==> src/mm_pkg.sv <==
// shared widths and vector types for the matrix accelerator
// reduced axi channel structs, result matrix type
// register offsets and dma state encoding
`default_nettype none

package mm_pkg;

    // fixed 4x4 job geometry
    localparam int MAT_N  = 4;
    localparam int WORD_W = 32;
    localparam int LINE_W = MAT_N * WORD_W;

    typedef logic [WORD_W-1:0] word_t;
    typedef logic [31:0]       addr_t;
    // column 0 in the upper lane
    typedef logic [LINE_W-1:0] line_t;
    typedef logic [1:0]        line_idx_t;
    // 0 selects matrix a, 1 selects matrix b
    typedef logic              axi_id_t;
    typedef logic [3:0]        beat_cnt_t;

    // len field, 16 beats
    localparam beat_cnt_t BURST_LEN = 4'd15;

    // row-major, mat[row][col]
    typedef word_t [MAT_N-1:0][MAT_N-1:0] mat_t;

    typedef struct packed {
        logic      valid;
        axi_id_t   id;
        addr_t     addr;
        beat_cnt_t len;
    } axi_ar_t;

    typedef struct packed {
        logic    valid;
        axi_id_t id;
        word_t   data;
        logic    last;
    } axi_r_t;

    typedef struct packed {
        logic      valid;
        addr_t     addr;
        beat_cnt_t len;
    } axi_aw_t;

    typedef struct packed {
        logic  valid;
        word_t data;
        logic  last;
    } axi_w_t;

    typedef struct packed {
        logic       valid;
        logic [1:0] resp;
    } axi_b_t;

    // host register map
    typedef logic [3:0] reg_addr_t;
    localparam reg_addr_t REG_A_ADDR = 4'h0;
    localparam reg_addr_t REG_B_ADDR = 4'h4;
    localparam reg_addr_t REG_C_ADDR = 4'h8;
    localparam reg_addr_t REG_CTRL   = 4'hC;

    typedef enum logic [2:0] {
        IDLE,
        ADDR_A,
        ADDR_B,
        LOAD,
        RUN_MM,
        ADDR_C,
        WRITE_C,
        WAIT_B
    } dma_state_t;

endpackage

`default_nettype wire

==> src/mm_cfg_regs.sv <==
// host register block
// matrix base addresses, start pulse, busy/done status and readback
`timescale 1ns/1ps
`default_nettype none

module mm_cfg_regs (
    input  wire                     clk,
    input  wire                     rst_n,
    input  wire                     reg_wr_i,
    input  wire mm_pkg::reg_addr_t  reg_addr_i,
    input  wire mm_pkg::word_t      reg_wdata_i,
    input  wire                     job_done_i,
    output mm_pkg::word_t           reg_rdata_o,
    output mm_pkg::addr_t           mat_a_addr_o,
    output mm_pkg::addr_t           mat_b_addr_o,
    output mm_pkg::addr_t           mat_c_addr_o,
    output logic                    start_o
);

    logic busy_q;
    logic done_q;
    logic ctrl_wr;
    logic start_req;

    assign ctrl_wr = reg_wr_i && (reg_addr_i == mm_pkg::REG_CTRL);
    // start only accepted when idle
    assign start_req = ctrl_wr && reg_wdata_i[0] && !busy_q;

    always_ff @(posedge clk) begin
        if (!rst_n) begin
            busy_q       <= 1'b0;
            done_q       <= 1'b0;
            start_o      <= 1'b0;
            mat_a_addr_o <= '0;
            mat_b_addr_o <= '0;
            mat_c_addr_o <= '0;
        end else begin
            // one-cycle pulse after the write edge
            start_o <= start_req;
            if (start_req) begin
                busy_q <= 1'b1;
                done_q <= 1'b0;
            end else if (job_done_i) begin
                busy_q <= 1'b0;
                done_q <= 1'b1;
            end
            // addresses frozen while a job runs
            if (reg_wr_i && !busy_q) begin
                case (reg_addr_i)
                    mm_pkg::REG_A_ADDR: mat_a_addr_o <= reg_wdata_i;
                    mm_pkg::REG_B_ADDR: mat_b_addr_o <= reg_wdata_i;
                    mm_pkg::REG_C_ADDR: mat_c_addr_o <= reg_wdata_i;
                    default: ;
                endcase
            end
        end
    end

    // registered readback, one cycle after the address
    always_ff @(posedge clk) begin
        case (reg_addr_i)
            mm_pkg::REG_A_ADDR: reg_rdata_o <= mat_a_addr_o;
            mm_pkg::REG_B_ADDR: reg_rdata_o <= mat_b_addr_o;
            mm_pkg::REG_C_ADDR: reg_rdata_o <= mat_c_addr_o;
            mm_pkg::REG_CTRL:   reg_rdata_o <= {30'd0, done_q, busy_q};
            default:            reg_rdata_o <= '0;
        endcase
    end

    // job completion only arrives while a job runs
    a_done_busy: assert property (@(posedge clk) disable iff (!rst_n)
        job_done_i |-> busy_q && !start_o);

endmodule

`default_nettype wire

==> config.mk <==
export PLATFORM = sky130hd
export DESIGN_NAME = mm_cfg_regs
export DESIGN_NICKNAME = d
export VERILOG_FILES = /design/src/mm_pkg.sv /design/src/mm_cfg_regs.sv
export SDC_FILE = /design/constraint.sdc
export NUM_CORES = 1
export LEC_CHECK = 0
export BUFFER_PORTS_ARGS = -buffer_cell sky130_fd_sc_hd__buf_2
export CORE_ASPECT_RATIO = 1.4
export CORE_MARGIN = 4
export CORE_UTILIZATION = 54
export CTS_CLUSTER_DIAMETER = 40
export DETAILED_ROUTE_END_ITERATION = 6
export PLACE_DENSITY = 0.85
export SYNTH_ARGS = -nofsm -noshare
export SYNTH_HDL_FRONTEND = slang
export SYNTH_SLANG_ARGS = --single-unit
export TNS_END_PERCENT = 50
==> constraint.sdc <==
create_clock -name clk -period 2.9 [get_ports clk]
set_input_delay 0.435 -clock clk [delete_from_list [all_inputs] [get_ports clk]]
set_output_delay 0.435 -clock clk [all_outputs]
set_load 0.01 [all_outputs]
==> metrics.txt, run 1 <==
Final Wtd Congestion=0.803; residual DRC count=0; hpwl dp=8.81 mm; peak per-stage delay on the critical path=0.74 ns; Setup WS post-layout=1.00 ns; gr usage total=24.2%; initial antenna violation count=0; R2R Path Start=busy_q; largest net degree at the start of global routing=56; CP Max Fanout=34; net load switching power=897 uW; RSZ-0062 raised after global routing=no; core area=9130 um2; Clock Latency Late Sink=0.41 ns; TritonCTS clock tree=built; Die ar.=11100 um2; final-report max-slew violation count=0; Hold Vio Cnt, Final=0; critical path's slowest cell=or4_4; CP Class=input pin to flip-flop; FF+latch count, synth=131; sw frac=22.1%; Die Span X=90.1 um; DRT Wirelength=13.3 mm; XOR/XNOR Fraction of Synth Area=0%; largest family of logic cells by synthesized area=multiplexers; max-cap viol count=0; Root Buffer=clkbuf_16; largest area contributor in the netlist=dfxtp_1; Peak Freq=527 MHz; GRT busiest layer=met2; H-tree levels=4; post-synth top area share=51.5%; outcome=complete, no violations; R2R Path End=mat_a_addr_o[17]; # diodes=0; layout cells sized above 1=31.2%; mean post-synth cell area=10.1 um2; clock-pin slew on the worst setup and hold paths=0.06 ns; post-synthesis net count=545; Worst Setup Slack post-DPL=0.598 ns; Worst Setup EP=mat_b_addr_o[3]; Setup Fix Bufs, Post-CTS=0; register area share after synthesis=51.5%; final setup fails=0; drt initial violations=262; Synth Area in Compound Gates=5.41%; Worst R2R Setup Slack=1.28 ns; crit path cell chain=buf_2 > buf_4 > nand2_1 > or4_4 > mux2i_1; setup TNS=0 ns; FILL cells=659; synthesized area=5090 um2; Worst Hold Launch=job_done_i; met2 usage=43.6%; Int Power=3.16 mW; Vias=4241; initial core utilization=55.8%; fin nets=700; Hold Crit Class=input pin to flip-flop; min cycle time layout=1.90 ns; vias in the first global route=4391; clock share of power=49.1%; Syn Inst Count=505; Sink Count=131; Vias/cell=5.44; Gate power share=5.6%; Antenna Nets Post-Route=0; Die H=123 um; multiplexer share of the synthesized area=25.7%; global-route track usage on met3=8.03%; Fin Clk Skew=0.00905 ns; hold_buf cts=0; I/O pin total=169; Simple-Gate Fraction of Synth Area=13.5%; worst rel slew slack=58.0%; overall power=4.05 mW; PortBufs=168; met1 Use GR=25.1%; crit start category=input pin; share of power burned in registers=45.3%; drt pass-1 iters=5; Crit. End Element=flip-flop; synth unique cells=18; Slew @ Worst Pin=0.631 ns; worst path required time=3.17 ns; CTS Buffer Depth=2; Final period util=65.5%; CTS Buf Count=17; P&R area growth vs syn=28.1%; post_cts resized=0; main area contributors after synthesis=dfxtp_1 51%, mux2i_1 25%, nand2_1 9.6%; yosys warns=0; Wirelength per Cell=17.1 um; adder-cell share of the synthesized area=0%; GR Overflow Total=0; num rows=41; Max VDD drop=440 uV; Crit path arrival time=2.16 ns; Leak Pwr=3.64 nW; global-route wire length before repair=21.2 mm; CP Launch Point=reg_addr_i[2]; Reg2Reg Depth=4; Cell Pwr Density=622 nW/um2
-- per-stage QoR --
| stage | utilization, % | std cells | hold WS [ns] | instance area [um2] |
|---|---|---|---|---|
| 3_5_place_dp | 65.3 | 748 | 0.466 | 5960 |
| 3_3_place_gp | 65.3 | 748 | 0.457 | 5960 |
| 4_1_cts | 71.4 | 780 | 0.289 | 6520 |
| 5_1_grt | 71.4 | 780 | 0.323 | 6520 |
| 6_report | 71.4 | 780 | 0.296 | 6520 |
| 2_1_floorplan | - | 505 | 0.468 | 5090 |
-- worst min path at each step --
stage | endpoint | cells after the start
4_1_cts | done_q | 3
3_3_place_gp | mat_a_addr_o[28] | 2
6_report | done_q | 3
2_1_floorplan | done_q | 2
3_5_place_dp | mat_a_addr_o[28] | 2
5_1_grt | mat_c_addr_o[14] | 3
-- worst max-delay path: cells and delay by family --
family        cells  cell delay, ns
buf+inv           2            0.60
mux               1            0.21
simple gates      2            0.88
-- sequential cells by signal, summed over array words and instances, names as in the netlist --
register,cells
mat_a_addr_o,32
mat_b_addr_o,32
mat_c_addr_o,32
reg_rdata_o,32
busy_q,1
done_q,1
start_o,1
-- metal layers --
metal	routed length (um)	vias to the layer above
li1	-	2019
met1	5060	2011
met2	6800	181
met3	1010	30
met4	449	0
met5	0	-
-- kinds of logic (layout without fill, tap and decap cells) --
group | count (synthesis) | in the layout
buf+inv | 41 | 209
mux | 128 | 128
simple gates | 173 | 173
flops | 131 | 131
compound gates | 32 | 32
-- synthesized netlist by cell type --
master     instances
a2bb2oi_1         30
and2_1             1
buf_2              9
buf_6              5
clkbuf_1          27
dfxtp_1          131
mux2i_1          126
mux4_2             2
nand2_1          130
nand3b_1           2
nor2_1            32
nor2b_1            4
nor3_1             1
nor4b_1            1
o21a_1             1
o21ai_0            1
or2_1              1
or4_4              1
-- cell usage in the layout (no fill, tap or decap), types with 2 or more instances in the layout --
cell type	n
a2bb2oi_1	30
buf_12	2
buf_2	167
buf_4	8
clkbuf_1	4
clkbuf_16	17
clkbuf_8	3
clkinv_2	3
clkinvlp_4	3
dfxtp_1	131
mux2i_1	126
mux4_2	2
nand2_1	129
nand3b_1	2
nor2_1	32
nor2b_1	3
-- area by class of cell --
type / instances / area [um2] / share of cell area, %
clock buffer: 24 / 482 / 7.39
clock inverter: 8 / 76.3 / 1.17
multi-input combinational: 333 / 2270 / 34.8
sequential: 131 / 2620 / 40.2
tap: 107 / 134 / 2.05
timing repair buffer: 177 / 936 / 14.3
-- power groups by stage --
stage / Sequential (mW) / Clock (mW) / Combinational (mW)
3_3_place_gp: 1.87 / 0 / 0.220
2_1_floorplan: 1.88 / 0 / 0.136
3_5_place_dp: 1.87 / 0 / 0.225
4_1_cts: 1.84 / 2.01 / 0.228
5_1_grt: 1.84 / 2.11 / 0.245
6_report: 1.84 / 1.99 / 0.227
No activity file was read; power rests on OpenSTA's default activity.
==> inputs of run 2 (changes only) <==
Settings changed: CORE_UTILIZATION 54 to 45, PLACE_DENSITY 0.85 to 0.75.
Clock period 2.9 ns to 1.7 ns, I/O delays scaled along.
==> run 2 against run 1 <==
Flip-flop and latch count stayed put. Wire length increased by 1.1%. Count of clock-buffer cells in the layout fell by 4. Register-to-register slack lost 0.98 ns. Critical path depth fell by 2. First-iteration DRC count fell by 31%. Critical path type is now flip-flop to flip-flop. Critical endpoint is now mat_b_addr_o[21].
==> metrics.txt, run 2 (synthesized netlist as in run 1, its figures left out) <==
outcome=complete, no violations; initial core utilization=46.4% (-9.4 points); residual DRC count=0 (unchanged); CTS Buf Count=17 (unchanged); PortBufs=168 (unchanged); fin nets=706 (+0.86%); max-cap viol count=0 (unchanged); Worst Hold Launch=job_done_i; min cycle time layout=1.40 ns; Reg2Reg Depth=3 (-1); crit start category=flip-flop; Hold Crit Class=input pin to flip-flop; Worst R2R Setup Slack=0.30 ns (-0.98 ns); Sink Count=131 (unchanged); Vias/cell=5.22 (-3.9%); final hold slack=0.141 ns (-0.155 ns); hold endpoint=done_q; DRT Wirelength=13.5 mm (+1.1%); Die Span X=97.9 um (+8.7%); Vias=4278 (+0.87%); R2R Path End=mat_b_addr_o[21]; Antenna Nets Post-Route=0 (unchanged); core area=11000 um2 (+20%); overall power=6.92 mW (+71%); layout cells sized above 1=31.9% (+0.65 points); Cell Pwr Density=1040 nW/um2 (+67%); worst path required time=1.98 ns (-1.19 ns); Setup Fix Bufs, Post-CTS=0 (unchanged); largest net degree at the start of global routing=39 (-30%); gr usage total=20.6% (-3.7 points); final setup fails=0 (unchanged); Leak Pwr=3.69 nW (+1.3%); most frequent cells in the layout=167 x buf_2, 131 x dfxtp_1, 129 x nand2_1; Clock Latency Late Sink=0.40 ns (about the same); Slew @ Worst Pin=0.704 ns (+0.0732 ns); Die ar.=13100 um2 (+18%); Peak Freq=716 MHz; Max VDD drop=642 uV (+46%); I/O pin total=169 (unchanged); Final Wtd Congestion=0.800 (-0.41%); CP Max Fanout=16 (-53%); # diodes=0 (unchanged); vias in the first global route=4350 (-0.93%); initial antenna violation count=0 (unchanged); Die H=134 um (+8.9%); Crit. End Element=flip-flop; drt initial violations=181 (-31%); H-tree levels=4 (unchanged); CP Class=flip-flop to flip-flop; Fin Clk Skew=0.00551 ns (-0.00354 ns); Worst Hold Depth=3 (unchanged); Hold Vio Cnt, Final=0 (unchanged); RSZ-0062 raised after global routing=no; hpwl dp=9.38 mm (+6.4%); Worst Setup Slack post-DPL=-0.0651 ns (-0.663 ns); P&R area growth vs syn=30.6%; num rows=45 (+9.8%); FILL cells=947 (+44%); fin area=6650 um2 (+2.0%); Crit path arrival time=1.68 ns (-0.48 ns); R2R Path Start=busy_q; CP Launch Point=busy_q; commonest non-fill, non-tap cell in the layout=buf_2; drt pass-1 iters=5 (unchanged); post_cts resized=0 (unchanged); setup TNS=0 ns (unchanged); CTS Buffer Depth=2 (unchanged); hold_buf cts=0 (unchanged); Final period util=82.1%; global-route wire length before repair=21.8 mm (+2.9%); final-report max-slew violation count=0 (unchanged); Placed Area=6100 um2 (+2.3%); Root Buffer=clkbuf_16; Setup WS post-layout=0.304 ns (-0.698 ns); clock-pin slew on the worst setup and hold paths=0.05 ns (about the same); TritonCTS clock tree=built; worst rel slew slack=52.4% (-5.5 points); GR Overflow Total=0 (unchanged); Wirelength per Cell=16.4 um (-3.7%)
-- run 2: cell count changes in the layout (fill, tap and decap cells not counted) --
cell	before	now
clkinv_2	3	6
clkinv_4	0	1
clkinvlp_4	3	2
bufinv_16	1	2
buf_12	2	6
clkbuf_1	4	3
clkbuf_8	3	0
inv_6	1	0
buf_4	8	10
-- run 2: worst max-delay path, cell delays in order (launching register included) --
cell and delay (ns):
dfxtp_1 0.35, or4_4 0.60, buf_12 0.19, mux2i_1 0.13
-- run 2: how the worst max path moves through the flow --
stage | to | cells past startpoint
floorplan | mat_b_addr_o[10] | 6
global placement | mat_c_addr_o[15] | 5
detailed placement | mat_c_addr_o[2] | 5
CTS | mat_c_addr_o[9] | 5
global route | mat_c_addr_o[9] | 5
finish | mat_b_addr_o[21] | 3
-- run 2: through the flow --
stage | instances | utilization, %
final | 819 | 60.6
after global routing | 819 | 60.6
after CTS | 819 | 60.6
after detailed placement | 788 | 55.6
after global placement | 788 | 55.6
after floorplan | 505 | -
-- run 2: report_power, final --
part           leakage (nW)  internal, mW  switching [mW]
registers              1.06          3.11          0.0262
clock network         0.269          2.13            1.25
logic                  2.36         0.171           0.237
total                  3.69          5.41            1.51
-- run 2: per-layer routing --
metal | share of wire, % | vias up | wire length, um | global-route usage [%]
met5 | 0 | - | 0 | 0
met1 | 40 | 2063 | 5380 | 23.4
met2 | 51 | 149 | 6920 | 36.1
met3 | 6.1 | 36 | 821 | 4.68
li1 | - | 2030 | - | -
met4 | 2.5 | 0 | 343 | 9.85
-- run 2: cell type report --
| cell class | count | area, um2 | share of cell area [%] |
|---|---|---|---|
| timing repair buffer | 183 | 1030 | 15.5 |
| clock buffer | 20 | 437 | 6.56 |
| tap | 141 | 176 | 2.65 |
| multi-input combinational | 333 | 2270 | 34.2 |
| sequential | 131 | 2620 | 39.4 |
| clock inverter | 11 | 114 | 1.71 |
