`src/mm_pkg.sv`:
```
// shared widths and vector types for the matrix accelerator
// reduced axi channel structs, result matrix type
// register offsets and dma state encoding
`default_nettype none

package mm_pkg;

    // fixed 4x4 job geometry
    localparam int MAT_N  = 4;
    localparam int WORD_W = 32;
    localparam int LINE_W = MAT_N * WORD_W;

    typedef logic [WORD_W-1:0] word_t;
    typedef logic [31:0]       addr_t;
    // column 0 in the upper lane
    typedef logic [LINE_W-1:0] line_t;
    typedef logic [1:0]        line_idx_t;
    // 0 selects matrix a, 1 selects matrix b
    typedef logic              axi_id_t;
    typedef logic [3:0]        beat_cnt_t;

    // len field, 16 beats
    localparam beat_cnt_t BURST_LEN = 4'd15;

    // row-major, mat[row][col]
    typedef word_t [MAT_N-1:0][MAT_N-1:0] mat_t;

    typedef struct packed {
        logic      valid;
        axi_id_t   id;
        addr_t     addr;
        beat_cnt_t len;
    } axi_ar_t;

    typedef struct packed {
        logic    valid;
        axi_id_t id;
        word_t   data;
        logic    last;
    } axi_r_t;

    typedef struct packed {
        logic      valid;
        addr_t     addr;
        beat_cnt_t len;
    } axi_aw_t;

    typedef struct packed {
        logic  valid;
        word_t data;
        logic  last;
    } axi_w_t;

    typedef struct packed {
        logic       valid;
        logic [1:0] resp;
    } axi_b_t;

    // host register map
    typedef logic [3:0] reg_addr_t;
    localparam reg_addr_t REG_A_ADDR = 4'h0;
    localparam reg_addr_t REG_B_ADDR = 4'h4;
    localparam reg_addr_t REG_C_ADDR = 4'h8;
    localparam reg_addr_t REG_CTRL   = 4'hC;

    typedef enum logic [2:0] {
        IDLE,
        ADDR_A,
        ADDR_B,
        LOAD,
        RUN_MM,
        ADDR_C,
        WRITE_C,
        WAIT_B
    } dma_state_t;

endpackage

`default_nettype wire

```
`src/dma_engine.sv`:
```
// dma job controller
// a/b read bursts, beat packing into buffer lines
// multiply start and result write-back burst
`timescale 1ns/1ps
`default_nettype none

module dma_engine (
    input  wire                     clk,
    input  wire                     rst_n,
    input  wire                     start_i,
    input  wire mm_pkg::addr_t      mat_a_addr_i,
    input  wire mm_pkg::addr_t      mat_b_addr_i,
    input  wire mm_pkg::addr_t      mat_c_addr_i,
    // read side
    output mm_pkg::axi_ar_t         ar_o,
    input  wire                     ar_ready_i,
    input  wire mm_pkg::axi_r_t     r_i,
    output logic                    r_ready_o,
    // write side
    output mm_pkg::axi_aw_t         aw_o,
    input  wire                     aw_ready_i,
    output mm_pkg::axi_w_t          w_o,
    input  wire                     w_ready_i,
    input  wire mm_pkg::axi_b_t     b_i,
    output logic                    b_ready_o,
    // buffer write port, shared by both buffers
    output logic                    buf_a_we_o,
    output logic                    buf_b_we_o,
    output mm_pkg::line_idx_t       buf_waddr_o,
    output mm_pkg::line_t           buf_wdata_o,
    // multiply engine
    output logic                    mm_start_o,
    input  wire                     mm_done_i,
    input  wire mm_pkg::mat_t       mat_c_i,
    output logic                    job_done_o
);

    mm_pkg::dma_state_t state_q;
    mm_pkg::dma_state_t state_d;

    // position of the next beat within its line
    logic [1:0]        word_cnt_q;
    // line count over a then b, msb tells which matrix
    logic [2:0]        line_cnt_q;
    mm_pkg::line_t     line_q;
    mm_pkg::beat_cnt_t w_beat_q;

    logic r_fire;
    logic w_fire;
    logic line_full;
    logic load_done;

    assign r_fire    = r_i.valid && r_ready_o;
    assign w_fire    = w_o.valid && w_ready_i;
    assign line_full = r_fire && (word_cnt_q == 2'd3);
    // eighth line is b line 3, a beats always come first
    assign load_done = buf_b_we_o && (buf_waddr_o == 2'd3);

    always_comb begin
        state_d = state_q;
        case (state_q)
            mm_pkg::IDLE:    if (start_i) state_d = mm_pkg::ADDR_A;
            mm_pkg::ADDR_A:  if (ar_ready_i) state_d = mm_pkg::ADDR_B;
            mm_pkg::ADDR_B:  if (ar_ready_i) state_d = mm_pkg::LOAD;
            mm_pkg::LOAD:    if (load_done) state_d = mm_pkg::RUN_MM;
            mm_pkg::RUN_MM:  if (mm_done_i) state_d = mm_pkg::ADDR_C;
            mm_pkg::ADDR_C:  if (aw_ready_i) state_d = mm_pkg::WRITE_C;
            mm_pkg::WRITE_C: begin
                if (w_fire && (w_beat_q == mm_pkg::BURST_LEN)) begin
                    state_d = mm_pkg::WAIT_B;
                end
            end
            mm_pkg::WAIT_B:  if (b_i.valid) state_d = mm_pkg::IDLE;
            default:         state_d = mm_pkg::IDLE;
        endcase
    end

    always_ff @(posedge clk) begin
        if (!rst_n) begin
            state_q    <= mm_pkg::IDLE;
            word_cnt_q <= 2'd0;
            line_cnt_q <= 3'd0;
            w_beat_q   <= '0;
            buf_a_we_o <= 1'b0;
            buf_b_we_o <= 1'b0;
            mm_start_o <= 1'b0;
        end else begin
            state_q <= state_d;
            // buffer write the cycle after the fourth beat
            buf_a_we_o <= line_full && (r_i.id == 1'b0);
            buf_b_we_o <= line_full && (r_i.id == 1'b1);
            // single pulse on entry to RUN_MM
            mm_start_o <= (state_q == mm_pkg::LOAD) && load_done;
            // counters wrap back to 0 at the end of each load
            if (r_fire) begin
                word_cnt_q <= word_cnt_q + 2'd1;
            end
            if (line_full) begin
                line_cnt_q <= line_cnt_q + 3'd1;
            end
            if (state_q == mm_pkg::ADDR_C) begin
                w_beat_q <= '0;
            end else if (w_fire) begin
                w_beat_q <= w_beat_q + 4'd1;
            end
        end
    end

    // line assembly, first word ends up in the upper lane
    always_ff @(posedge clk) begin
        if (r_fire) begin
            line_q <= {line_q[mm_pkg::LINE_W-mm_pkg::WORD_W-1:0], r_i.data};
        end
        if (line_full) begin
            buf_waddr_o <= line_cnt_q[1:0];
        end
    end

    assign buf_wdata_o = line_q;

    // address channels held by state until handshake
    always_comb begin
        ar_o.valid = (state_q == mm_pkg::ADDR_A) || (state_q == mm_pkg::ADDR_B);
        ar_o.id    = (state_q == mm_pkg::ADDR_B);
        ar_o.addr  = (state_q == mm_pkg::ADDR_B) ? mat_b_addr_i : mat_a_addr_i;
        ar_o.len   = mm_pkg::BURST_LEN;
        aw_o.valid = (state_q == mm_pkg::ADDR_C);
        aw_o.addr  = mat_c_addr_i;
        aw_o.len   = mm_pkg::BURST_LEN;
        // result streamed row-major
        w_o.valid  = (state_q == mm_pkg::WRITE_C);
        w_o.data   = mat_c_i[w_beat_q[3:2]][w_beat_q[1:0]];
        w_o.last   = (w_beat_q == mm_pkg::BURST_LEN);
    end

    // a beats may return while b request is still pending
    assign r_ready_o  = (state_q == mm_pkg::ADDR_B) || (state_q == mm_pkg::LOAD);
    assign b_ready_o  = (state_q == mm_pkg::WAIT_B);
    assign job_done_o = b_ready_o && b_i.valid;

    // pending read request keeps valid and payload
    a_ar_hold: assert property (@(posedge clk) disable iff (!rst_n)
        ar_o.valid && !ar_ready_i |=> ar_o.valid && $stable(ar_o.addr) && $stable(ar_o.id));

    // result payload held while the memory stalls the beat
    a_w_hold: assert property (@(posedge clk) disable iff (!rst_n)
        w_o.valid && !w_ready_i |=> w_o.valid && $stable(w_o.data) && $stable(w_o.last));

    // memory returns a beats before b beats and marks beat 16 as last
    a_r_order: assert property (@(posedge clk) disable iff (!rst_n)
        r_fire |-> (r_i.id == line_cnt_q[2])
                   && (r_i.last == ((word_cnt_q == 2'd3) && (line_cnt_q[1:0] == 2'd3))));

endmodule

`default_nettype wire

```
`config.mk`:
```
export PLATFORM = sky130hd
export DESIGN_NAME = dma_engine
export DESIGN_NICKNAME = d
export VERILOG_FILES = /design/src/mm_pkg.sv /design/src/dma_engine.sv
export SDC_FILE = /design/constraint.sdc
export NUM_CORES = 1
export LEC_CHECK = 0
export BUFFER_PORTS_ARGS = -buffer_cell sky130_fd_sc_hd__clkbuf_2
export CELL_PAD_IN_SITES_DETAIL_PLACEMENT = 0
export CELL_PAD_IN_SITES_GLOBAL_PLACEMENT = 1
export CORE_AREA = 2 2 351 353
export CTS_CLUSTER_DIAMETER = 30
export DETAILED_ROUTE_END_ITERATION = 12
export DIE_AREA = 0 0 353 355
export PLACE_DENSITY_LB_ADDON = 0.1
export SLEW_MARGIN = 40
export SYNTH_ARGS = -nofsm -noshare
export SYNTH_HDL_FRONTEND = slang
export SYNTH_SLANG_ARGS = --single-unit
export TNS_END_PERCENT = 20
```
`constraint.sdc`:
```
create_clock -name clk -period 3.9 [get_ports clk]
set_clock_uncertainty 0.05 [all_clocks]
set_input_delay 0.585 -clock clk [delete_from_list [all_inputs] [get_ports clk]]
set_output_delay 0.585 -clock clk [all_outputs]
set_load 0.01 [all_outputs]
```
==> results.txt <==
- Reg2Reg Launch Point: state_q[2]
- The worst setup path is launched from a register.
- After technology mapping, the gate count stands at 705.
- Average size of a mapped cell: 13.3 sq um
- Post-CTS setup buffer count: 0
* Top layer used by detailed routing: met5
* Detailed-routing iteration count for the pre-antenna-repair pass: 6
- From synthesis to final layout, the design area changed by 68.5%.
* Share of final-layout standard cells stronger than drive strength 1: about 66%
* Slew Limit Headroom: a little under half
* Per-cell routed wire length: between 20 and 25 um
- Max-cap violations in this run came to 0.
* Worst endpoint data arrival time: between 2000 and 3000 ps
- First-pass GRT wire length: approximately 90 mm
- Synthesis instantiated 38 different standard cells from the library.
- Ratio of final minimum period to clock period: ~87%
- Initial Util: under 10%
- Counting I/O delays and the setup requirement, the final critical path takes 3410 ps.
- Synth Area in XOR/XNOR: less than 1%
* Setup WS post-layout: 492 ps
- Maximum number of pins on one net before global-route repair: 52
* Detail Route met3 WL: between 5 and 6 mm
- Core area: 121000 sq um
* Final setup violation count: 0
- Clk slew on worst S/H paths: about 80 ps
- GRT Resource Usage Total: between 10% and 20%
* CTS H-tree depth: 4
- The worst hold path belongs to the class primary input to register.
* Total routed wirelength: approximately 70 mm
- Outcome: completed
- In this run the most critical hold path is launched from r_i[21].
- RSZ-0062 raised after global routing: no
* Initial antenna violation count: 23
- The critical path in this run is classified as register to output port.
* Worst Hold Slack: about 250 ps
- # hold bufs at CTS: 0
- Post-cts gate resize count: 0
- For the worst-skew pair, the clock arrives at the later sink with an insertion delay of ~450 ps.
- Count of boundary I/O pins: roughly 900
* Data required, critical path: 3260 ps
- The root buffer cell chosen for the clock tree is sky130_fd_sc_hd__clkbuf_16.
- After synthesis, the largest family of logic cells by area is multiplexers.
- The analysis attributes to cell leakage a power of ~6.4 nW.
- Worst slew pin tran: slightly above 800 ps
- The congestion estimate from routability-driven global placement came to ~0.9.
- Post-synthesis sequential area ratio: between 40% and 50%
- At the placement stage, the worst setup path has a slack of ~760 ps.
- DR DRC count: 0
- The portion of synthesized area spent on multiplexers is between 30 and 40%.
* Setup_tns: 0 ps
- Summing all non-filler instances in the final layout gives an area of approximately 16000 sq um.
* Met2 WL: around 37 mm
- Measured in cells, the most critical reg-to-reg path has a length of 4.
- Hold-critical path endpoint: buf_wdata_o[20]
- In this run the critical register-to-register path is captured at buf_wdata_o[24].
* Crit path largest cell delay: 740 ps
* Hold depth: 1
* Vertical die dimension: 355 um
* Placement row count: about 130
- Maximum vdd drop: 270 uV
- Across all register-to-register paths, the minimum setup slack is between 1500 and 2000 ps.
- Clock tree buffer depth: 2
- Avg Vias per Cell: approximately 3
* Number of input and output port buffers inserted: a little over 800
* Yosys warnings: 0
* Cell area after placement: between 15000 and 20000 sq um
- Floorplan die area: 125000 sq um
* Clock Sink Count: 144
- Cell area after synthesis: 9410 sq um
* Count of pins over their slew limit: 0
* Vias in the first global route: roughly 10000
- For this design, the slowest cell found on the critical path is sky130_fd_sc_hd__dfxtp_1.
* Number of vias in the routed layout: approximately 9400
- Kind of end point of the critical path: output port
- Number of nets in the layout: between 2000 and 2500
- Once placement completed, the tool counted placed cells totaling just over 3000.
* Antenna Nets Post-Route: 0
- TritonCTS built the clock tree.
- Post-synthesis compound-gate area fraction: 8.59%
- Violation count after the first detailed-routing iteration: between 500 and 600
- Global route total overflow: 0
- In the final routing, the length of wire on met1 measures 26.0 mm.
- The final hold violation count was 0.
- Max Fanout on Critical Path: 22
* Simple-gate share of the synthesized area: 5.55%
- Detailed placement finished with a half-perimeter wire length of roughly 60 mm.
* Fmax: 293 MHz
- Horizontal die dimension: 353 um
- Fraction of the mapped netlist area in adder cells: 0.266%
- The number of clock buffers added by TritonCTS is 17.
- Total power per unit cell area: roughly 280 nW/um^2
- Traced cell by cell, the critical path runs through and2_2, buf_12, a22oi_1, nand3_1, nand2_1, clkbuf_2.
- #FFs+latches synth: approximately 140
- For this run, the number of standard cells in the final layout without fillers is roughly 3100.
==> placed cells by master (no fill, tap or decap), drive strengths merged, types with 3 or more instances in the layout <==
cell    synthesis  routed
edfxtp        130     130
dfxtp          14      14
mux2i         131     131
and3            3       3
mux4           64      64
and2            6       6
clkinv          0       8
inv             2       4
nor2b           8       8
diode           0       9
mux2           32      32
xor2            3       3
nand2          41      41
conb            1       8
a22oi          96      96
nand3          37      37
buf            75      30
nor2           12      12
clkbuf         30     840
==> sequential cells by signal (all words and copies together), names as in the netlist <==
register,cells
line_cnt_q,2
state_q,3
buf_wdata_o,128
w_beat_q,4
mm_start_o,1
word_cnt_q,2
buf_a_we_o,1
buf_waddr_o,2
buf_b_we_o,1
==> worst max path at each step <==
stage	from	endpoint	slack (ps)
2_1_floorplan	state_q[2]	buf_wdata_o[0]	100
3_3_place_gp	w_beat_q[2]	w_o[28]	760
3_5_place_dp	w_beat_q[2]	w_o[28]	760
4_1_cts	w_beat_q[2]	w_o[28]	220
5_1_grt	w_beat_q[2]	w_o[28]	300
6_report	w_beat_q[3]	w_o[16]	490
==> area by class of cell <==
| type | instances | area, sq um |
|---|---|---|
| Fill cell | 14000 | 106000 |
| Multi-Input combinational cell | 461 | 4590 |
| Timing Repair Buffer | 852 | 4430 |
| Sequential cell | 144 | 4190 |
| Tap cell | 1625 | 2030 |
| Clock buffer | 18 | 429 |
| Clock inverter | 14 | 141 |
| Antenna cell | 9 | 22.5 |
| Inverter | 2 | 10.0 |
==> cell families after synthesis <==
logic type,after synthesis
mux,227
simple gates,111
other cells,1
compound gates,108
fa+ha+maj,2
xor+xnor,5
buf+inv,107
flops,144
==> per-layer routing <==
metal | vias to the layer above | track usage (%)
met2 | 390 | 19.5
li1 | 4332 | -
met5 | - | 0
met1 | 4603 | 12.0
met3 | 66 | 2.99
met4 | 20 | 1.99
==> cell usage after synthesis <==
master,instances,share of area [%]
sky130_fd_sc_hd__a211oi_1,1,0.080
sky130_fd_sc_hd__a21boi_0,2,0.16
sky130_fd_sc_hd__a21oi_1,2,0.11
sky130_fd_sc_hd__a221oi_1,1,0.093
sky130_fd_sc_hd__a22oi_1,96,7.7
sky130_fd_sc_hd__and2_1,6,0.40
sky130_fd_sc_hd__and3_1,3,0.20
sky130_fd_sc_hd__and4b_1,1,0.11
sky130_fd_sc_hd__buf_1,2,0.080
sky130_fd_sc_hd__buf_12,1,0.21
sky130_fd_sc_hd__buf_2,10,0.53
sky130_fd_sc_hd__buf_4,52,4.2
sky130_fd_sc_hd__buf_6,9,1.1
sky130_fd_sc_hd__buf_8,1,0.16
sky130_fd_sc_hd__clkbuf_1,29,1.2
sky130_fd_sc_hd__clkbuf_2,1,0.053
sky130_fd_sc_hd__conb_1,1,0.040
sky130_fd_sc_hd__dfxtp_1,14,3.0
sky130_fd_sc_hd__edfxtp_1,130,42
sky130_fd_sc_hd__ha_1,2,0.27
sky130_fd_sc_hd__inv_1,2,0.080
sky130_fd_sc_hd__mux2_2,32,3.8
sky130_fd_sc_hd__mux2i_1,131,14
sky130_fd_sc_hd__mux4_2,64,15
sky130_fd_sc_hd__nand2_1,41,1.6
sky130_fd_sc_hd__nand2b_1,1,0.067
sky130_fd_sc_hd__nand3_1,37,2.0
sky130_fd_sc_hd__nand4_1,1,0.067
sky130_fd_sc_hd__nor2_1,12,0.48
sky130_fd_sc_hd__nor2b_1,7,0.47
sky130_fd_sc_hd__nor2b_2,1,0.093
sky130_fd_sc_hd__o211a_1,1,0.11
sky130_fd_sc_hd__o211ai_1,2,0.16
sky130_fd_sc_hd__o21ai_0,2,0.11
sky130_fd_sc_hd__o221a_2,1,0.12
sky130_fd_sc_hd__or3_1,1,0.067
sky130_fd_sc_hd__xnor2_1,2,0.19
sky130_fd_sc_hd__xor2_1,3,0.28
==> where the power goes <==
| part | switching [mW] | total [mW] | internal, mW | leakage [nW] |
|---|---|---|---|---|
| Combinational | 0.464 | 0.926 | 0.462 | 4.83 |
| Clock | 0.694 | 1.63 | 0.939 | 0.276 |
| Sequential | 0.0360 | 1.83 | 1.79 | 1.30 |
==> worst max-delay path: cells and delay by family (launching register included) <==
family / cells / cell delay, ps
AO/OA/AOI/OAI: 1 / 90
buffers and inverters: 2 / 470
flip-flops: 1 / 740
AND/OR/NAND/NOR: 3 / 970
==> metrics by stage <==
step | power (mW) | utilization [%]
5_1_grt | 4.63 | 13.0
6_report | 4.38 | 13.1
3_3_place_gp | 2.81 | 12.6
3_5_place_dp | 2.81 | 12.6
2_1_floorplan | 2.25 | -
4_1_cts | 4.51 | 13.0
Note: power is estimated with default switching activity, not from simulation.
