--- src/mm_pkg.sv ---
// shared widths and vector types for the matrix accelerator
// reduced axi channel structs, result matrix type
// register offsets and dma state encoding
`default_nettype none

package mm_pkg;

    // fixed 4x4 job geometry
    localparam int MAT_N  = 4;
    localparam int WORD_W = 32;
    localparam int LINE_W = MAT_N * WORD_W;

    typedef logic [WORD_W-1:0] word_t;
    typedef logic [31:0]       addr_t;
    // column 0 in the upper lane
    typedef logic [LINE_W-1:0] line_t;
    typedef logic [1:0]        line_idx_t;
    // 0 selects matrix a, 1 selects matrix b
    typedef logic              axi_id_t;
    typedef logic [3:0]        beat_cnt_t;

    // len field, 16 beats
    localparam beat_cnt_t BURST_LEN = 4'd15;

    // row-major, mat[row][col]
    typedef word_t [MAT_N-1:0][MAT_N-1:0] mat_t;

    typedef struct packed {
        logic      valid;
        axi_id_t   id;
        addr_t     addr;
        beat_cnt_t len;
    } axi_ar_t;

    typedef struct packed {
        logic    valid;
        axi_id_t id;
        word_t   data;
        logic    last;
    } axi_r_t;

    typedef struct packed {
        logic      valid;
        addr_t     addr;
        beat_cnt_t len;
    } axi_aw_t;

    typedef struct packed {
        logic  valid;
        word_t data;
        logic  last;
    } axi_w_t;

    typedef struct packed {
        logic       valid;
        logic [1:0] resp;
    } axi_b_t;

    // host register map
    typedef logic [3:0] reg_addr_t;
    localparam reg_addr_t REG_A_ADDR = 4'h0;
    localparam reg_addr_t REG_B_ADDR = 4'h4;
    localparam reg_addr_t REG_C_ADDR = 4'h8;
    localparam reg_addr_t REG_CTRL   = 4'hC;

    typedef enum logic [2:0] {
        IDLE,
        ADDR_A,
        ADDR_B,
        LOAD,
        RUN_MM,
        ADDR_C,
        WRITE_C,
        WAIT_B
    } dma_state_t;

endpackage

`default_nettype wire

--- src/line_buffer.sv ---
// four-line matrix buffer
// one write port, registered read port
`timescale 1ns/1ps
`default_nettype none

module line_buffer (
    input  wire                     clk,
    input  wire                     we_i,
    input  wire mm_pkg::line_idx_t  waddr_i,
    input  wire mm_pkg::line_t      wdata_i,
    input  wire mm_pkg::line_idx_t  raddr_i,
    output mm_pkg::line_t           rdata_o
);

    // one line per matrix row
    mm_pkg::line_t mem_q [mm_pkg::MAT_N];

    always_ff @(posedge clk) begin
        if (we_i) begin
            mem_q[waddr_i] <= wdata_i;
        end
    end

    // read data valid one cycle after raddr
    always_ff @(posedge clk) begin
        rdata_o <= mem_q[raddr_i];
    end

endmodule

`default_nettype wire

--- config.mk ---
export PLATFORM = sky130hd
export DESIGN_NAME = line_buffer
export DESIGN_NICKNAME = d
export VERILOG_FILES = /design/src/mm_pkg.sv /design/src/line_buffer.sv
export SDC_FILE = /design/constraint.sdc
export NUM_CORES = 1
export LEC_CHECK = 0
export ABC_AREA = 0
export BUFFER_PORTS_ARGS = -buffer_cell sky130_fd_sc_hd__buf_2
export CAP_MARGIN = 20
export CORE_MARGIN = 10
export CORE_UTILIZATION = 35
export DETAILED_ROUTE_END_ITERATION = 8
export SLEW_MARGIN = 40
export SYNTH_ARGS = -nofsm -noshare
export SYNTH_HDL_FRONTEND = slang
export SYNTH_SLANG_ARGS = --single-unit
--- constraint.sdc ---
create_clock -name clk -period 18.4 [get_ports clk]
set_input_delay 4.6 -clock clk [delete_from_list [all_inputs] [get_ports clk]]
set_output_delay 4.6 -clock clk [all_outputs]
set_load 0.02 [all_outputs]
==> results_dict.tcl, run 1 <==
set metrics [dict create \
    rsz0062_at_grt "false" \
    maxCapViolations 0 \
    crit_fanout 54 \
    grt-busiest-layer "met2" \
    die_area_mm2 0.0707 \
    clkPwrFrac_pct 44.0 \
    fmax_mhz 171 \
    reg2reg_slack_ns 17.41 \
    grt_pass1_wl_um 64100 \
    ys_types 10 \
    cp-start-kind "input port" \
    fin_nets 1252 \
    ctsHoldBuffers 0 \
    hp-class "reg -> reg" \
    tns_ns 0 \
    met1_usage_pct 14.2 \
    drc 0 \
    cts_tree "yes" \
    ys_seq_area_share_pct 84.7 \
    crit_required_ns 18.62 \
    fin_crit_ns 5.86 \
    p_per_area_mw_per_mm2 129 \
    post_drt_wl_per_cell_um 21.8 \
    synth_top_area_share_pct 72.6 \
    crit_path_top_delay_cell "buf_6" \
    syn_nets 934 \
    io-pin-count 262 \
    cts_buffers 70 \
    grt_pass1_vias 10137 \
    clock_tree.buffer_depth 3 \
    post-synth-top-area-cell "edfxtp_1" \
    worstSkewPairLatency_ns 0.59 \
    h-tree-depth 3 \
    hpwl_um 24700 \
    ys_top_cells_by_count "edfxtp_1, dfxtp_1, mux4_2" \
    initial_core_util_pct 35.2 \
    synth_seq_cells 640 \
    min_from "mem_q[2][35]" \
    tightest_slew_ns 0.766 \
    yosysMostFrequentCell "edfxtp_1" \
    slowest_delay_ns 0.54 \
    portBuffers 261 \
    clock-sinks 640 \
    hold_violations 0 \
    min_period_over_period_pct 31.9 \
    antenna_found_initial 13 \
    coreArea_mm2 0.0601 \
    synth-main-ff-cell "edfxtp_1" \
    cts_resized 0 \
    avgViaCountPerCell 4.69 \
    p_comb_share_pct 5.5 \
    crit_buf_inv 3 \
    r2r-end "rdata_o[82]" \
    use_met3_pct 4.50 \
    run_status "finished clean" \
    grt_use_total_pct 12.2 \
    cpLargestDelayFamily "buffers and inverters" \
    synth_area_mm2 0.0212 \
    grt_util_met2_pct 20.3 \
    layout-drive-gt1-share_pct 43.6 \
    grt_max_degree 70 \
    ant_nets 0 \
    hold_depth 1 \
    r2r_cells 1 \
    critPathKind "in -> reg" \
    synth_area_leaders "edfxtp_1, mux4_2, dfxtp_1" \
    cts_root_buffer "clkbuf_16" \
    crit_arrival_ns 6.08 \
    dr.pass1.iters 4 \
    r2r-start "mem_q[3][82]" \
    synthCells 800 \
    rows 90 \
    endpoint_kind "register" \
    power_frac_seq_pct 50.5 \
    min_to "rdata_o[35]" \
    peakVddDrop_mv 0.0849 \
    async_flop_share_pct 0 \
    dieWidth_um 266 \
    area_delta_synth_final_pct 21.8 \
    clock_skew_ns 0.0150 \
    vias 9189 \
    first_iter_violations 494 \
    setup_viol 0 \
    place_congestion 0.674 \
    power.internal_w 0.00264 \
    grt-ovfl-total 0 \
    synth_edf_count 512 \
    swShare_pct 20.4 \
    path_clk_slew_ns 0.05 \
    total_power_w 0.00332 \
    power.switching_w 0.000676 \
    postCtsSetupBuffers 0 \
    p_leak_nw 8.93 \
    cp-startpoint "waddr_i[1]" \
    syn_avg_cell_area_um2 26.5 \
    synth_warnings 0 \
    wl_um 42700 \
    finalWorstSetupSlack_ns 12.54 \
    pre_cts_slack_ns 11.82 \
    final_max_slew_viol_count 0 \
    cp_cell_sequence "buf_2 > nor3b_2 > buf_4 > buf_6" \
    slew_headroom_pct 48.9 \
    dieHeight_um 266 \
]
==> through the flow <==
stage	instance area (um2)	instances	util [%]	hold slack, ns
floorplan	21200	800	-	0.532
global placement	23300	1827	38.7	0.534
detailed placement	23300	1827	38.7	0.540
CTS	25700	1954	42.8	0.540
global route	25800	1956	42.9	0.554
finish	25800	1958	42.9	0.542
==> cells in the final DEF (no fill, tap or decap), drive strengths merged <==
cell type,count
bufinv,12
edfxtp,512
and3b,2
and3,1
nor3b,1
clkbuf,89
diode,3
inv,3
dfxtp,128
mux4,128
clkinvlp,1
clkinv,22
buf,274
==> power groups by stage <==
stage / sequential [W] / combinational, W / clock, W
6_report: 0.00167 / 0.000181 / 0.00146
5_1_grt: 0.00168 / 0.000196 / 0.00156
4_1_cts: 0.00168 / 0.000187 / 0.00151
3_5_place_dp: 0.00171 / 0.000187 / 0
3_3_place_gp: 0.00170 / 0.000182 / 0
2_1_floorplan: 0.00174 / 0.0000735 / 0
==> cells by family (layout without fill, tap and decap cells) <==
family | count (synthesis) | in the layout | share of synthesized area [%]
simple gates | 4 | 4 | 0.148
mux | 128 | 128 | 13.6
other cells | 0 | 3 | 0
flops | 640 | 640 | 84.7
buf+inv | 28 | 401 | 1.48
==> registers in the layout, indices dropped and copies added (netlist names) <==
name / count
rdata_o: 128
mem_q: 512
==> cell type report <==
cell class                      count  area (um2)
Multi-Input combinational cell    132        2930
Antenna cell                        3        7.51
Sequential cell                   640       17900
Timing Repair Buffer              274        1480
Clock buffer                       89        1940
Fill cell                        5196       34400
Clock inverter                     38         507
Tap cell                          782         978
==> layer usage <==
metal	vias to the layer above	wire length, um
met5	-	114
met4	18	1140
li1	4007	-
met1	4817	17000
met2	242	21400
met3	105	2920
==> worst max path at each step <==
stage                    to  slack [ns]  cells past startpoint
4_1_cts         rdata_o[75]       12.47                      3
2_1_floorplan   mem_q[0][0]        3.70                      1
5_1_grt        rdata_o[101]       12.37                      3
3_3_place_gp   rdata_o[101]       11.57                      3
6_report       mem_q[0][61]       12.54                      4
3_5_place_dp    rdata_o[43]       11.82                      3
Note: power is estimated with default switching activity, not from simulation.
==> run 2, diff against run 1 <==
clock period = 5.2 ns   (was 18.4 ns; I/O delays follow)
==> run 2 against run 1 <==
Sequential share of layout area is 0.29 points higher. Sequential power increased to 3.5 times the previous value. Total power increased to 3.4 times the previous value. Largest cell class unchanged. Critical path type is now reg -> out.
==> results_dict.tcl, run 2 (synthesis results as in run 1) <==
set metrics [dict create \
    ctsHoldBuffers 0 \
    fillers 5226 \
    hpwl_um 23600 \
    multi_input_area_mm2 0.00294 \
    fin_crit_ns 2.45 \
    rsz0062_at_grt "false" \
    final_common_cell "edfxtp_1" \
    run_status "finished clean" \
    cts_root_buffer "clkbuf_16" \
    crit_fanout 1 \
    clock-sinks 640 \
    largest_register "mem_q" \
    initial_core_util_pct 35.2 \
    avgViaCountPerCell 4.66 \
    critPathKind "reg -> out" \
    post_drt_wl_per_cell_um 21.4 \
    grt_pass1_vias 10103 \
    h-tree-depth 3 \
    ant_nets 0 \
    path_clk_slew_ns 0.06 \
    grt-ovfl-total 0 \
    cts_buffers 67 \
    place_congestion 0.667 \
    min_period_over_period_pct 47.2 \
    fmax_mhz 408 \
    p_leak_nw 8.86 \
    wl_um 41700 \
    register_area_mm2 0.0179 \
    dr.pass1.iters 6 \
    pre_cts_slack_ns 1.98 \
    grt_pass1_wl_um 62600 \
    hp-class "reg -> reg" \
    io-pin-count 262 \
    crit_buf_inv 1 \
    peakVddDrop_mv 0.220 \
    portBuffers 261 \
    first_iter_violations 631 \
    finalWorstSetupSlack_ns 2.75 \
    drc 0 \
    grt_max_degree 79 \
    crit_required_ns 3.90 \
    setup_viol 0 \
    postCtsSetupBuffers 0 \
    clock_skew_ns 0.0161 \
    dieWidth_um 266 \
    antenna_found_initial 8 \
    cp_cell_sequence "buf_2" \
    coreArea_mm2 0.0601 \
    slowest_delay_ns 0.37 \
    layout_common_cells "edfxtp_1, buf_2, mux4_2, dfxtp_1, clkbuf_16" \
    clock_tree.buffer_depth 3 \
    crit_arrival_ns 1.15 \
    top_regs "mem_q (512), rdata_o (128)" \
    cts_resized 0 \
    crit_path_top_delay_cell "dfxtp_1" \
    worstSkewPairLatency_ns 0.59 \
    tightest_slew_ns 0.567 \
    cp-start-kind "register" \
    layout-drive-gt1-share_pct 42.8 \
    finalHoldWorstSlack_ns 0.543 \
    hold_violations 0 \
    die_area_mm2 0.0707 \
    p_per_area_mw_per_mm2 439 \
    slew_headroom_pct 62.2 \
    largest_reg_flops 512 \
    cpLargestDelayFamily "flip-flops" \
    grt_use_total_pct 11.8 \
    cts_tree "yes" \
    area_delta_synth_final_pct 21.3 \
    endpoint_kind "output port" \
    dieHeight_um 266 \
    tns_ns 0 \
    final_max_slew_viol_count 0 \
    fin_nets 1250 \
    rows 90 \
    maxCapViolations 0 \
    vias 9082 \
]
-- run 2: worst paths after layout --
check / to / startpoint / slack, ns / cells after the start
worst min-delay path: rdata_o[61] / mem_q[3][61] / 0.54 / 1
worst max register to register: rdata_o[89] / mem_q[3][89] / 4.21 / 1
worst min register to register: rdata_o[61] / mem_q[3][61] / 0.54 / 1
worst max-delay path: rdata_o[61] / rdata_o[61] / 2.75 / 1
-- run 2: through the flow --
step                      cells  util, %  instance area, um2  total power (W)
after floorplan             800        -               21200          0.00640
after CTS                  1949     42.6               25600           0.0115
after detailed placement   1828     39.0               23400          0.00670
after global routing       1950     42.7               25700           0.0117
after global placement     1824     38.8               23300          0.00667
final                      1951     42.7               25700           0.0113
-- run 2: metal layers --
metal	global-route usage, %	vias up	routed length, um
met2	20.3	207	21500
li1	-	3991	-
met1	13.6	4791	16500
met3	3.88	77	2620
met5	0	-	82
met4	4.51	16	925
-- run 2: final cells by class --
cell class / count / share of cell area [%]
Antenna cell: 1 / 0.00975
Clock buffer: 104 / 7.88
Clock inverter: 17 / 0.726
Multi-Input combinational cell: 132 / 11.4
Sequential cell: 640 / 69.9
Tap cell: 782 / 3.81
Timing Repair Buffer: 275 / 6.26
-- run 2: power by group --
group	switching (W)	leakage, nW	internal [W]
Combinational	0.000380	1.99	0.000267
Sequential	0.0000788	5.78	0.00584
Clock	0.00184	1.08	0.00287
Total	0.00230	8.86	0.00898
==> run 3, diff against run 2 <==
clock period = 2.1 ns   (was 5.2 ns; I/O delays follow)
==> run 3 against run 2 <==
Clock skew fell by 0.0036 ns. Routed wire length is 1.4% higher. First-iteration DRC count fell by 0.16%. Clock-buffer cell count up 1. Critical endpoint is now rdata_o[48].
==> results_dict.tcl, run 3 (synthesis results as in run 1) <==
set metrics [dict create \
    grt_max_degree 57 \
    first_iter_violations 630 \
    rows 90 \
    clock_skew_ns 0.0125 \
    ctsHoldBuffers 0 \
    use_met3_pct 4.29 \
    cts_buffers 69 \
    fmax_mhz 599 \
    wl_um 42300 \
    maxCapViolations 0 \
    cts_resized 0 \
    place_area_mm2 0.0237 \
    portBuffers 261 \
    hold_violations 0 \
    vias 9129 \
    crit_path_top_delay_cell "dfxtp_1" \
    rsz0062_at_grt "false" \
    layout-drive-gt1-share_pct 43.6 \
    slew_headroom_pct 72.7 \
    fin_crit_ns 1.67 \
    largest_reg_flops 512 \
    endpoint_kind "output port" \
    grt_use_total_pct 12.0 \
    crit_arrival_ns 1.14 \
    crit_buf_inv 1 \
    cts_root_buffer "clkbuf_16" \
    antenna_found_initial 12 \
    p_per_area_mw_per_mm2 1070 \
    coreArea_mm2 0.0601 \
    min_period_over_period_pct 79.5 \
    h-tree-depth 3 \
    p_leak_nw 8.93 \
    area_delta_synth_final_pct 22.1 \
    grt-busiest-layer "met2" \
    die_area_mm2 0.0707 \
    fin_util_pct 43.0 \
    clock_tree.buffer_depth 3 \
    crit_required_ns 1.57 \
    cp_cell_sequence "buf_2" \
    clock-sinks 640 \
    initial_core_util_pct 35.2 \
    slowest_delay_ns 0.37 \
    grt_pass1_vias 9916 \
    final_common_cell "edfxtp_1" \
    io-pin-count 262 \
    peakVddDrop_mv 0.787 \
    cpLargestDelayFamily "flip-flops" \
    hpwl_um 25500 \
    crit_fanout 1 \
    dieHeight_um 266 \
    critPathKind "reg -> out" \
    cts_tree "yes" \
    tightest_slew_ns 0.409 \
    fillers 5213 \
    post_drt_wl_per_cell_um 21.4 \
    drc 0 \
    layout_common_cells "edfxtp_1, buf_2, mux4_2, dfxtp_1, clkbuf_16" \
    cp-start-kind "register" \
    design_area_mm2 0.0258 \
    postCtsSetupBuffers 0 \
    final_max_slew_viol_count 0 \
    avgViaCountPerCell 4.63 \
    grt_pass1_wl_um 63200 \
    setup_viol 0 \
    place_congestion 0.695 \
    largest_register "mem_q" \
    dieWidth_um 266 \
    hp-class "in -> reg" \
    dr.pass1.iters 4 \
    grt_util_met2_pct 19.4 \
    worstSkewPairLatency_ns 0.59 \
    path_clk_slew_ns 0.05 \
    top_regs "mem_q (512), rdata_o (128)" \
    grt-ovfl-total 0 \
    run_status "finished clean" \
    met1_usage_pct 14.7 \
    fin_nets 1267 \
    ant_nets 0 \
]
[run 3: where the power goes]
group          internal, W  leakage [nW]  switching (W)
clock network      0.00684          1.06        0.00460
logic             0.000694          2.09       0.000961
registers           0.0145          5.78       0.000191
total               0.0220          8.93        0.00575
[run 3: layout make-up]
cell class              count  area (um2)  share of cell area, %
flip-flops and latches    640       17900                   69.4
clock inverters            19         134                  0.518
multi-input cells         132        2940                   11.4
clock buffers             105        2050                   7.92
repair buffers            290        1800                   6.98
diodes                      4        10.0                 0.0387
well taps                 782         978                   3.79
[run 3: per-layer routing]
| layer | vias up | share of wire [%] |
|---|---|---|
| li1 | 4041 | - |
| met1 | 4751 | 42 |
| met2 | 231 | 49 |
| met3 | 88 | 7.2 |
| met4 | 18 | 2.4 |
| met5 | - | 0.27 |
[run 3: final timing paths]
kind / to / cells after the start / from / slack, ns
worst max-delay path: rdata_o[48] / 1 / rdata_o[48] / 0.43
worst max register to register: rdata_o[70] / 1 / mem_q[3][70] / 1.11
worst min register to register: rdata_o[2] / 1 / mem_q[0][2] / 0.54
worst min-delay path: mem_q[0][74] / 1 / wdata_i[74] / 0.15
[run 3: per-stage QoR]
stage	TNS (ns)	hold slack, ns	std cells	setup slack (ns)	power (W)
after global placement	0	0.534	1844	0.279	0.0166
after CTS	0	0.0998	1968	0.377	0.0282
after floorplan	-292.12	0.532	800	-2.13	0.0158
final	0	0.149	1972	0.430	0.0278
after detailed placement	0	0.540	1844	0.267	0.0166
after global routing	0	0.122	1969	0.372	0.0289
